===== src/board_cfg.svh =====
/*
  Build-time constants for the keypad / UART board subsystem.
  Include this header in any module that needs timing or width values.
*/
`ifndef BOARD_CFG_SVH
`define BOARD_CFG_SVH

// clock cycles per uart bit
`define CLKS_PER_BIT 8

// stable row samples needed to accept a press or release
`define DEBOUNCE_CYCLES 16

// cycles of internal reset after board reset releases
`define RESET_CYCLES 32

// cycles each keypad column stays driven low
`define SCAN_DWELL 4

// led bank width
`define NUM_LEDS 16

`endif


===== src/board_pkg.sv =====
/*
  Shared types for the board subsystem: key codes and FSM state encodings.
  Referenced by scoped name from the scanner, the UART blocks and the top level.
*/
`default_nettype none

package board_pkg;

  // key index, row * 4 + column
  typedef logic [3:0] key_code_t;

  // keypad scanner FSM
  typedef enum logic [1:0] {
    st_scan,
    // same key must stay low for a full debounce window
    st_confirm,
    // code held on key_code until accepted
    st_offer,
    // all rows high for a debounce window before rescanning
    st_wait_release
  } scan_state_t;

  // uart FSM, same encoding for transmitter and receiver
  typedef enum logic [1:0] {
    uart_idle,
    uart_start,
    uart_data,
    uart_stop
  } uart_state_t;

endpackage

`default_nettype wire


===== src/app_core.sv =====
/*
  Application core. Turns key codes into ASCII characters for the UART
  transmitter, one pending byte at a time, and drives the LED bank from
  received bytes and the count of characters sent.
*/
`timescale 1ns/1ps
`default_nettype none
`include "board_cfg.svh"

module app_core (
  input  logic                 clk,
  input  logic                 sys_rst,
  input  logic                 key_valid,
  output logic                 key_ready,
  input  board_pkg::key_code_t key_code,
  output logic                 tx_valid,
  input  logic                 tx_ready,
  output logic [7:0]           tx_byte,
  input  logic                 rx_valid,
  input  logic [7:0]           rx_byte,
  output logic [`NUM_LEDS-1:0] leds
);

  // keypad legend, first character is key code 0
  localparam logic [127:0] KEY_TABLE = "123A456B789C*0#D";

  logic key_xfer;
  logic tx_xfer;

  function automatic logic [7:0] key_ascii(input board_pkg::key_code_t code);
    return KEY_TABLE[8 * (15 - int'(code)) +: 8];
  endfunction

  // one byte of buffering, scanner stalls while it is full
  assign key_ready = !tx_valid;
  assign key_xfer  = key_valid && key_ready;
  assign tx_xfer   = tx_valid && tx_ready;

  always_ff @(posedge clk) begin
    if (key_xfer) tx_byte <= key_ascii(key_code);
  end

  always_ff @(posedge clk or posedge sys_rst) begin
    if (sys_rst) begin
      tx_valid <= 1'b0;
    end else if (key_xfer) begin
      tx_valid <= 1'b1;
    end else if (tx_xfer) begin
      tx_valid <= 1'b0;
    end
  end

  // low byte shows last rx byte, high byte counts sent characters
  always_ff @(posedge clk or posedge sys_rst) begin
    if (sys_rst) begin
      leds <= '0;
    end else begin
      if (rx_valid) leds[7:0] <= rx_byte;
      if (tx_xfer) leds[`NUM_LEDS-1:8] <= leds[`NUM_LEDS-1:8] + 1'b1;
    end
  end

endmodule

`default_nettype wire


===== src/board_top.sv =====
/*
  Board top level. Conditions the board reset and ties the keypad, UART pins
  and LED bank to the application blocks.
*/
`timescale 1ns/1ps
`default_nettype none
`include "board_cfg.svh"

module board_top (
  input  logic                 clk,
  input  logic                 rst_n,
  input  logic [3:0]           kpad_row,
  output logic [3:0]           kpad_col,
  input  logic                 uart_rx,
  output logic                 uart_tx,
  output logic [`NUM_LEDS-1:0] leds
);

  logic                 sys_rst;
  logic                 key_valid;
  logic                 key_ready;
  board_pkg::key_code_t key_code;
  logic                 tx_valid;
  logic                 tx_ready;
  logic [7:0]           tx_byte;
  logic                 rx_valid;
  logic [7:0]           rx_byte;

  reset_stretch u_reset (
    .clk     (clk),
    .rst_n   (rst_n),
    .sys_rst (sys_rst)
  );

  keypad_scanner u_scanner (
    .clk       (clk),
    .sys_rst   (sys_rst),
    .kpad_row  (kpad_row),
    .kpad_col  (kpad_col),
    .key_valid (key_valid),
    .key_ready (key_ready),
    .key_code  (key_code)
  );

  app_core u_core (
    .clk (clk), .sys_rst (sys_rst),
    .key_valid (key_valid), .key_ready (key_ready), .key_code (key_code),
    .tx_valid (tx_valid), .tx_ready (tx_ready), .tx_byte (tx_byte),
    .rx_valid (rx_valid), .rx_byte (rx_byte),
    .leds (leds)
  );

  uart_tx u_uart_tx (
    .clk (clk), .sys_rst (sys_rst),
    .tx_valid (tx_valid), .tx_ready (tx_ready), .tx_byte (tx_byte),
    .tx_line (uart_tx)
  );

  uart_rx u_uart_rx (
    .clk (clk), .sys_rst (sys_rst),
    .rx_line (uart_rx), .rx_valid (rx_valid), .rx_byte (rx_byte)
  );

endmodule

`default_nettype wire


===== src/keypad_scanner.sv =====
/*
  4x4 matrix keypad scanner. Walks a low level across the columns, samples the
  rows through a synchronizer, debounces one key and offers its code with
  valid/ready. One code per press; a full release is needed before the next.
*/
`timescale 1ns/1ps
`default_nettype none
`include "board_cfg.svh"

module keypad_scanner (
  input  logic                 clk,
  input  logic                 sys_rst,
  input  logic [3:0]           kpad_row,
  output logic [3:0]           kpad_col,
  output logic                 key_valid,
  input  logic                 key_ready,
  output board_pkg::key_code_t key_code
);

  localparam int DWW = $clog2(`SCAN_DWELL + 1);
  localparam int DBW = $clog2(`DEBOUNCE_CYCLES + 1);

  board_pkg::scan_state_t state, state_next;
  board_pkg::key_code_t   code, code_next;

  logic [1:0]     col, col_next;
  logic [DWW-1:0] dwell;
  logic [DBW-1:0] deb_cnt, deb_next;
  logic [3:0]     row_s1, row_s2;
  logic           dwell_end;
  logic           any_low;
  logic [1:0]     row_hit;

  // rows are asynchronous to clk
  always_ff @(posedge clk or posedge sys_rst) begin
    if (sys_rst) begin
      row_s1 <= 4'hf;
      row_s2 <= 4'hf;
    end else begin
      row_s1 <= kpad_row;
      row_s2 <= row_s1;
    end
  end

  // free-running dwell timer, column steps only on its last cycle
  assign dwell_end = (dwell == DWW'(`SCAN_DWELL - 1));

  // first low row wins, row 0 has priority
  always_comb begin
    any_low = ~&row_s2;
    row_hit = 2'd3;
    for (int r = 3; r >= 0; r--) begin
      if (!row_s2[r]) row_hit = 2'(r);
    end
  end

  always_comb begin
    state_next = state;
    col_next   = col;
    deb_next   = deb_cnt;
    code_next  = code;
    case (state)
      board_pkg::st_scan: begin
        if (dwell_end) begin
          if (any_low) begin
            // stay on this column while confirming
            code_next  = {row_hit, col};
            deb_next   = '0;
            state_next = board_pkg::st_confirm;
          end else begin
            col_next = col + 1'b1;
          end
        end
      end
      board_pkg::st_confirm: begin
        if (dwell_end) begin
          if (!row_s2[code[3:2]]) begin
            deb_next = deb_cnt + 1'b1;
            if (deb_cnt == DBW'(`DEBOUNCE_CYCLES - 1)) begin
              deb_next   = '0;
              state_next = board_pkg::st_offer;
            end
          end else begin
            // bounce or short press, resume scanning
            col_next   = col + 1'b1;
            state_next = board_pkg::st_scan;
          end
        end
      end
      board_pkg::st_offer: begin
        if (key_ready) begin
          deb_next   = '0;
          state_next = board_pkg::st_wait_release;
        end
      end
      board_pkg::st_wait_release: begin
        if (dwell_end) begin
          if (!any_low) begin
            deb_next = deb_cnt + 1'b1;
            if (deb_cnt == DBW'(`DEBOUNCE_CYCLES - 1)) begin
              deb_next   = '0;
              col_next   = col + 1'b1;
              state_next = board_pkg::st_scan;
            end
          end else begin
            // any key still down restarts the window
            deb_next = '0;
          end
        end
      end
      default: state_next = board_pkg::st_scan;
    endcase
  end

  always_ff @(posedge clk or posedge sys_rst) begin
    if (sys_rst) begin
      state    <= board_pkg::st_scan;
      col      <= 2'd0;
      dwell    <= '0;
      deb_cnt  <= '0;
      code     <= '0;
      kpad_col <= 4'hf;
    end else begin
      state   <= state_next;
      col     <= col_next;
      dwell   <= dwell_end ? '0 : dwell + 1'b1;
      deb_cnt <= deb_next;
      code    <= code_next;
      // all columns low while waiting, so any held key shows on a row
      if (state_next == board_pkg::st_wait_release) begin
        kpad_col <= 4'h0;
      end else begin
        kpad_col <= ~(4'b0001 << col_next);
      end
    end
  end

  // code only changes in scan, so it is stable during offer
  assign key_valid = (state == board_pkg::st_offer);
  assign key_code  = code;

endmodule

`default_nettype wire


===== src/reset_stretch.sv =====
/*
  Board reset conditioner. Asserts sys_rst as soon as rst_n drops and keeps
  it high for a fixed number of clock edges after rst_n returns high.
*/
`timescale 1ns/1ps
`default_nettype none
`include "board_cfg.svh"

module reset_stretch (
  input  logic clk,
  input  logic rst_n,
  output logic sys_rst
);

  // wide enough to hold the full reset length
  localparam int CW = $clog2(`RESET_CYCLES + 1);

  logic [CW-1:0] cnt;

  // counter reloads while the board reset is held
  // sys_rst falls on the edge where the count reaches zero
  always_ff @(posedge clk or negedge rst_n) begin
    if (!rst_n) begin
      cnt     <= CW'(`RESET_CYCLES);
      sys_rst <= 1'b1;
    end else if (cnt != '0) begin
      cnt     <= cnt - 1'b1;
      // last step of the count releases reset
      sys_rst <= (cnt != CW'(1));
    end
  end

endmodule

`default_nettype wire


===== src/uart_rx.sv =====
/*
  8N1 UART receiver. Finds the falling start edge, samples each bit in the
  middle of its period and pulses rx_valid for one cycle on a good stop bit.
  Frames with a low stop bit are dropped.
*/
`timescale 1ns/1ps
`default_nettype none
`include "board_cfg.svh"

module uart_rx (
  input  logic       clk,
  input  logic       sys_rst,
  input  logic       rx_line,
  output logic       rx_valid,
  output logic [7:0] rx_byte
);

  localparam int BW = $clog2(`CLKS_PER_BIT);

  board_pkg::uart_state_t state;

  logic [BW-1:0] baud;
  logic [2:0]    bit_idx;
  logic [7:0]    shift;
  logic          rx_s1, rx_s2;
  logic          baud_end;
  logic          half_end;

  assign baud_end = (baud == BW'(`CLKS_PER_BIT - 1));
  assign half_end = (baud == BW'(`CLKS_PER_BIT / 2 - 1));

  // serial line synchronizer, idles high
  always_ff @(posedge clk or posedge sys_rst) begin
    if (sys_rst) begin
      rx_s1 <= 1'b1;
      rx_s2 <= 1'b1;
    end else begin
      rx_s1 <= rx_line;
      rx_s2 <= rx_s1;
    end
  end

  // data bits arrive LSB first, shift in from the top
  always_ff @(posedge clk) begin
    if (state == board_pkg::uart_data && baud_end) shift <= {rx_s2, shift[7:1]};
    if (state == board_pkg::uart_stop && baud_end && rx_s2) rx_byte <= shift;
  end

  always_ff @(posedge clk or posedge sys_rst) begin
    if (sys_rst) begin
      state    <= board_pkg::uart_idle;
      baud     <= '0;
      bit_idx  <= 3'd0;
      rx_valid <= 1'b0;
    end else begin
      rx_valid <= 1'b0;
      case (state)
        board_pkg::uart_idle: begin
          if (!rx_s2) begin
            state <= board_pkg::uart_start;
            baud  <= '0;
          end
        end
        board_pkg::uart_start: begin
          // half a bit in, the start bit must still be low
          if (half_end) begin
            baud <= '0;
            if (!rx_s2) begin
              state   <= board_pkg::uart_data;
              bit_idx <= 3'd0;
            end else begin
              state <= board_pkg::uart_idle;
            end
          end else begin
            baud <= baud + 1'b1;
          end
        end
        board_pkg::uart_data: begin
          // counter now lands mid-bit
          if (baud_end) begin
            baud    <= '0;
            bit_idx <= bit_idx + 1'b1;
            if (bit_idx == 3'd7) state <= board_pkg::uart_stop;
          end else begin
            baud <= baud + 1'b1;
          end
        end
        board_pkg::uart_stop: begin
          if (baud_end) begin
            baud     <= '0;
            state    <= board_pkg::uart_idle;
            // bad stop bit drops the frame
            rx_valid <= rx_s2;
          end else begin
            baud <= baud + 1'b1;
          end
        end
        default: state <= board_pkg::uart_idle;
      endcase
    end
  end

endmodule

`default_nettype wire


===== src/uart_tx.sv =====
/*
  8N1 UART transmitter. Accepts one byte per valid/ready transfer while idle
  and sends start, eight data bits LSB first, then stop.
*/
`timescale 1ns/1ps
`default_nettype none
`include "board_cfg.svh"

module uart_tx (
  input  logic       clk,
  input  logic       sys_rst,
  input  logic       tx_valid,
  output logic       tx_ready,
  input  logic [7:0] tx_byte,
  output logic       tx_line
);

  localparam int BW = $clog2(`CLKS_PER_BIT);

  board_pkg::uart_state_t state;

  logic [BW-1:0] baud;
  logic [2:0]    bit_idx;
  logic [7:0]    data_q;
  logic          baud_end;

  assign baud_end = (baud == BW'(`CLKS_PER_BIT - 1));
  assign tx_ready = (state == board_pkg::uart_idle);

  // byte captured on the transfer edge
  always_ff @(posedge clk) begin
    if (tx_valid && tx_ready) data_q <= tx_byte;
  end

  always_ff @(posedge clk or posedge sys_rst) begin
    if (sys_rst) begin
      state   <= board_pkg::uart_idle;
      baud    <= '0;
      bit_idx <= 3'd0;
      tx_line <= 1'b1;
    end else begin
      case (state)
        board_pkg::uart_idle: begin
          if (tx_valid) begin
            // start bit begins right after the transfer
            state   <= board_pkg::uart_start;
            baud    <= '0;
            tx_line <= 1'b0;
          end
        end
        board_pkg::uart_start: begin
          if (baud_end) begin
            state   <= board_pkg::uart_data;
            baud    <= '0;
            bit_idx <= 3'd0;
            tx_line <= data_q[0];
          end else begin
            baud <= baud + 1'b1;
          end
        end
        board_pkg::uart_data: begin
          if (baud_end) begin
            baud <= '0;
            if (bit_idx == 3'd7) begin
              state   <= board_pkg::uart_stop;
              tx_line <= 1'b1;
            end else begin
              bit_idx <= bit_idx + 1'b1;
              tx_line <= data_q[bit_idx + 3'd1];
            end
          end else begin
            baud <= baud + 1'b1;
          end
        end
        board_pkg::uart_stop: begin
          // full stop bit before ready again
          if (baud_end) begin
            state <= board_pkg::uart_idle;
            baud  <= '0;
          end else begin
            baud <= baud + 1'b1;
          end
        end
        default: state <= board_pkg::uart_idle;
      endcase
    end
  end

endmodule

`default_nettype wire

===== config.mk =====
export PLATFORM = sky130hd
export DESIGN_NAME = board_top
export DESIGN_NICKNAME = d
export VERILOG_FILES = /design/src/board_pkg.sv /design/src/app_core.sv /design/src/board_top.sv /design/src/keypad_scanner.sv /design/src/reset_stretch.sv /design/src/uart_rx.sv /design/src/uart_tx.sv
export VERILOG_INCLUDE_DIRS = /design/src
export SDC_FILE = /design/constraint.sdc
export NUM_CORES = 1
export LEC_CHECK = 0
export BUFFER_PORTS_ARGS = -buffer_cell sky130_fd_sc_hd__buf_4
export CORE_ASPECT_RATIO = 1.5
export CORE_MARGIN = 4
export CORE_UTILIZATION = 49
export DETAILED_ROUTE_END_ITERATION = 7
export PLACE_DENSITY = 0.74
export SETUP_SLACK_MARGIN = 0.5
export SLEW_MARGIN = 20
export SYNTH_ARGS = -nofsm -noshare
export SYNTH_HDL_FRONTEND = slang
export SYNTH_SLANG_ARGS = --single-unit

===== constraint.sdc =====
create_clock -name clk -period 2.35 [get_ports clk]
set_clock_uncertainty 0.15 [all_clocks]
set_input_delay 0.235 -clock clk [delete_from_list [all_inputs] [get_ports clk]]
set_output_delay 0.235 -clock clk [all_outputs]
set_load 0.005 [all_outputs]

==> Yosys cells after proc, flatten, opt, wreduce, memory -nomap -nowiden <==
Index checks and enable logic that the tools add are counted.
W data, S select, Z words.
{ "word_totals": {"n_memories": 0, "register_bits": 104, "rom_bits": 0, "latch_bits": 0, "inputBits": 7, "ramBits": 0} }
{ "op_classes": {"add_sub_neg": 10, "n_bitwise": 2, "n_lt_le_gt_ge": 2, "n_eq_ne": 36, "shifts": 2, "n_reduce_logical": 24, "n_div": 0, "n_mux": 72, "n_mul": 0} }
{ "ops": {"columns": ["cell", "count"], "rows": [
  ["$shiftx A128 B32 Y8 const A", 1],
  ["$mux W2", 29],
  ["$mux W5", 8],
  ["$mux W3", 11],
  ["$pmux W2 S4", 3],
  ["$ne A2 B1 Y1 const B", 10],
  ["$pmux W5 S4", 1],
  ["$pmux W3 S2", 3],
  ["$ne A2 B2 Y1 const B", 8],
  ["$reduce_and A4 Y1", 4],
  ["$add A3 B1 Y3 const B", 5],
  ["$eq A2 B2 Y1 const B", 7],
  ["$eq A3 B3 Y1 const B", 4],
  ["$mux W1", 11],
  ["$reduce_and A5 Y1", 2],
  ["$pmux W3 S3", 1],
  ["$add A8 B1 Y8 const B", 1],
  ["$eq A2 B1 Y1 const B", 3],
  ["$eq A3 B2 Y1 const B", 2],
  ["$logic_not A2 Y1", 3],
  ["$ne A6 B1 Y1 const B", 1],
  ["$pmux W2 S3", 1],
  ["$reduce_and A6 Y1", 1],
  ["$reduce_bool A2 Y1", 3],
  ["21 further kinds", 25]
]} }

==> Longest topological paths before layout <==
{ "depth": {"word_depth": 8, "depth_mapped": 8, "ltp_nobuf": 7} }

==> Modules after synthesis <==
From an unflattened synthesis, not the netlist that was laid out.
{ "hier_totals": {"hier_cells": 358, "hier_area_um2": 4703.3} }
{ "by_module_without_submodules": {"columns": ["module", "instances", "area_each_um2", "seq_area_each_um2", "cells_per_inst"], "rows": [
  ["keypad_scanner", 1, 1263.7, 715.7, 106],
  ["app_core", 1, 1118.6, 635.6, 85],
  ["uart_rx", 1, 1067.3, 758.2, 70],
  ["uart_tx", 1, 893.4, 466.7, 66],
  ["reset_stretch", 1, 360.3, 177.7, 31]
]} }

==> Least setup slack after synthesis <==
OpenSTA, ideal clock, no wires.
{ "synth_timing": {"path_kind": "reg2reg", "from": "register u_uart_tx.state[0]", "to": "register u_core.leds[15]", "synth_period_minus_slack_ns": 2.052, "path_buffers": 1, "arrival_ns": 1.779, "required_ns": 2.077, "setup_slack_ns": 0.298, "path_stages_with_launch": 9, "path_cell_list": "dfrtp_1 -> inv_1 -> ha_1 -> and2_1 -> clkbuf_1 -> nand4_1 -> nor2_1 -> nand3_1 -> xnor2_1"} }
{ "synth_via": {"elab_chain_cells": 2} }
{ "synth_rtl": {"columns": ["element", "line", "rtl"], "rows": [
  ["start: declaration", "uart_tx.sv:20", "board_pkg::uart_state_t state;"],
  ["start signal: assignment", "uart_tx.sv:37", "state <= board_pkg::uart_idle;"],
  ["start signal: assignment", "uart_tx.sv:46", "state <= board_pkg::uart_start;"],
  ["start signal: assignment", "uart_tx.sv:53", "state <= board_pkg::uart_data;"],
  ["$logic_not A2 Y1", "uart_tx.sv:28", "assign tx_ready = (state == board_pkg::uart_idle);"],
  ["$logic_and A1 B1 Y1", "app_core.sv:37", "assign tx_xfer = tx_valid && tx_ready;"],
  ["named net u_core.tx_xfer", "app_core.sv:28", "logic tx_xfer;"],
  ["end signal: indexed assignment", "app_core.sv:59", "if (tx_xfer) leds[`NUM_LEDS-1:8] <= leds[`NUM_LEDS-1:8] + 1'b1;"],
  ["end: declaration", "app_core.sv:21", "output logic [`NUM_LEDS-1:0] leds"]
]} }
The timed path passes the listed nets, and every way through them passes these cells.
A chain may end at the register's enable or synchronous reset.

==> Final worst setup path <==
{ "layout_timing": {"from": "register u_scanner.code[3] (netlist: u_scanner.key_code[3])", "to": "register u_scanner.deb_cnt[0]"} }
{ "layout_via": {"elab_chain_cells": 4} }
{ "layout_rtl": {"columns": ["element", "line", "rtl"], "rows": [
  ["start: declaration", "keypad_scanner.sv:24", "board_pkg::key_code_t code, code_next;"],
  ["start signal: assignment", "keypad_scanner.sv:128", "code <= code_next;"],
  ["$bmux W1 S2", "keypad_scanner.sv:77", "if (!row_s2[code[3:2]]) begin"],
  ["$mux W1 (implied by the code)", "keypad_scanner.sv:77", null],
  ["$ne A2 B2 Y1 (no line)", null, null],
  ["$reduce_and A6 Y1 (no line)", null, null],
  ["end signal: assignment", "keypad_scanner.sv:127", "deb_cnt <= deb_next;"],
  ["end: declaration", "keypad_scanner.sv:28", "logic [DBW-1:0] deb_cnt, deb_next;"]
]} }
No other way between the ends. The select of a mux whose other input is x is not followed.

==> impl_metrics.tcl <==
set metrics [dict create \
    yosysTopAreaCell "dfrtp_1" \
    synthFlopType "dfrtp_1" \
    synth-xor-area-share_pct 2.51 \
    combPwrFrac_pct 24.4 \
    syn2layout_area_growth_pct 20.1 \
    crit_required_ns 2.43 \
    ys_seq_elements 102 \
    grt_use_total_pct 15.7 \
    syn_area_um2 4480 \
    routabilityCongestion 0.831 \
    wl_per_cell_um 14.8 \
    power.switching_uw 1580 \
    crit_chain "mux2_4 -> mux2_4 -> o211ai_4 -> mux2_4" \
    syn_inst 357 \
    cts_tree "yes" \
    root_buffer "clkbuf_16" \
    crit_type "flip-flop to flip-flop" \
    pwr-share-clk_pct 28.5 \
    power.share.sequential_pct 47.0 \
    critical_path.max_fanout 6 \
    hpwl_um 5110 \
    cpMostUsedCell "mux2_4" \
    drt-total-wl_um 7720 \
    worstSkewPairLatency_ns 0.34 \
    use_met2_pct 27.7 \
    dpl_cell_area_um2 4850 \
    htreeDepth 3 \
    worstPathArrival_ns 1.99 \
    hp-class "flip-flop to async pin" \
    antenna_found_initial 0 \
    drive_gt1_share_pct 31.5 \
    cp-start-kind "flip-flop" \
    grt_max_degree 57 \
    die_height_um 125 \
    vias_per_cell 5.46 \
    rsz0062_at_grt "true" \
    p_leak_uw 0.00234 \
    drt_iter0_markers 150 \
    endpoint_kind "flip-flop" \
    clock_path_buffers 2 \
    synthesis.nets 388 \
    muxShareOfSynthArea_pct 6.45 \
    busiest_layer "met2" \
    core_um2 8880 \
    synth_top_family_by_area "simple AND/OR/NAND/NOR gates" \
    antenna_cells 0 \
    hold_viol 0 \
    synth_top_area_share_pct 30.7 \
    io_pins 28 \
    finalSetupViolations 0 \
    yosys-top-cells-area "dfrtp_1 (31%), edfxtp_1 (20%), dfstp_2 (10%)" \
    die_x_um 86.1 \
    grt_pass1_wl_um 13400 \
    io_buffers 27 \
    fin_crit_ns 1.91 \
    dieArea_um2 10800 \
    post_synth_fa_ha_maj_area_fraction_pct 6.70 \
    finalCritPeriodShare_pct 81.4 \
    yosys.cell_types.count 55 \
    cap_viol_max_count 0 \
    clk_pin_slew_ns 0.07 \
    start_util_pct 50.5 \
    worst_slew_pin_slew_ns 0.540 \
    cellPowerDensity_nw_per_um2 973 \
    relSlewSlack_pct 63.7 \
    rows 42 \
    synth_edf_count 30 \
    drv_slew 0 \
    vdd_drop_max_mv 0.610 \
    switching_share_pct 30.2 \
    ys_warn_count 0 \
    yosys.area_share.simple_pct 10.7 \
    fin_util_pct 60.7 \
    first_global_vias 2989 \
    p_int_uw 3660 \
    nets 439 \
    final_area_um2 5390 \
    ys_seq_area_share_pct 60.7 \
    drcViolationCount 0 \
    cpPeakStageDelay_ns 0.42 \
    grt_overflow_total 0 \
    syn_area_per_cell_um2 12.6 \
    ant_nets 0 \
    cp_slowest_cell "dfrtp_1" \
    num_vias 2856 \
    synth_common_cells "dfrtp_1 (55), nand2_1 (37), edfxtp_1 (30), ha_1 (24), nor2_1 (24)" \
    synth_compound_area_share_pct 9.82 \
    tns_ns 0 \
    cts_sinks 102 \
    first_pass_iters 4 \
    cts_buffers 9 \
    synthArstFlopShare_pct 70.6 \
    status "finished clean" \
    synth_most_common_cell "dfrtp_1" \
    use_met3_pct 3.55 \
    grt.met1_usage_pct 17.3 \
    max_freq_mhz 523 \
]
## sequential cells by signal, indices dropped and copies added (netlist names), 2 cells and up, named ones only
name / cells
u_scanner.deb_cnt: 5
u_core.tx_byte: 7
u_core.leds: 16
u_scanner.col: 2
u_scanner.key_code: 4
u_uart_tx.state: 2
u_uart_rx.shift: 8
u_uart_tx.bit_idx: 3
u_scanner.kpad_col: 4
u_scanner.dwell: 3
u_scanner.row_s1: 4
u_scanner.state: 2
u_uart_tx.baud: 3
u_uart_tx.data_q: 7
u_uart_rx.baud: 3
u_scanner.row_s2: 4
u_reset.cnt: 6
u_uart_rx.rx_byte: 8
u_uart_rx.bit_idx: 3
## cell usage in the layout, fill, tap and decap left out, drive strengths merged, types with 4 or more instances in the layout
cell,n
dfrtp,55
buf,45
nand2,37
edfxtp,30
nor2,24
ha,24
o21ai,23
inv,23
dfstp,17
mux2,16
a21oi,12
clkbuf,10
xnor2,9
nand2b,7
a22o,6
mux2i,6
dlygate4sd3,6
o211ai,5
nand4,4
nor3,4
nor2b,4
## cell type report
type / count / area [um2]
fillers: 696 / 3490
flip-flops and latches: 102 / 2730
multi-input cells: 224 / 1720
repair buffers: 51 / 410
clock buffers: 10 / 250
well taps: 110 / 138
inverters: 20 / 78.8
clock inverters: 6 / 60.1
## metal layers
metal	up-vias	wire, um
met3	20	251
met1	1426	2940
met4	0	208
li1	1360	-
met5	-	0
met2	50	4320
## logic make-up (layout without fill, tap and decap cells)
logic type,Yosys count,count (layout)
AO/OA/AOI/OAI,65,65
flip-flops,102,102
XOR/XNOR,12,12
adder cells (fa/ha/maj),24,24
buffers and inverters,31,87
AND/OR/NAND/NOR,99,99
multiplexers,24,24
## final timing paths
path                                             from                     to  slack [ns]  depth (start not counted)
max in group asynchronous             u_reset.sys_rst  u_scanner.kpad_col[1]        1.38                          2
worst min-delay path                  u_reset.sys_rst              async pin        0.06                          1
min in group clk                  u_scanner.row_s1[0]    u_scanner.row_s2[0]        0.21                          0
worst max-delay path            u_scanner.key_code[3]   u_scanner.deb_cnt[0]        0.44                          4
worst min register to register        u_reset.sys_rst              async pin        0.06                          1
worst max register to register  u_scanner.key_code[3]   u_scanner.deb_cnt[0]        0.44                          4
## critical path, delay by kind of cell (launching register included)
family          cells  cell delay [ns]
compound gates      1             0.27
flops               1             0.42
mux                 3             0.95
## stage by stage
stage / hold WS [ns] / cells / total power, uW / setup WS [ns]
finish: 0.0580 / 523 / 5240 / 0.436
global route: 0.0838 / 523 / 5590 / 0.393
CTS: 0.0670 / 518 / 5240 / 0.451
detailed placement: -0.0994 / 489 / 3700 / 0.257
global placement: -0.0998 / 489 / 3620 / 0.318
floorplan: -0.211 / 357 / 3310 / 0.429
## power groups by stage
stage               registers, uW  clock network (uW)  logic, uW
floorplan                    2370                   0        936
global placement             2480                   0       1150
detailed placement           2500                   0       1200
CTS                          2470                1540       1230
global route                 2510                1620       1460
finish                       2460                1500       1280
## repair_timing
item	CTS	global route
hold buffers	6	0
buffers inserted	7	5
hold endpoints to repair	12	0
pin swaps	6	7
resized for setup	5	21
endpoints found under the setup margin	12	42
Note: power is estimated with default switching activity, not from simulation.
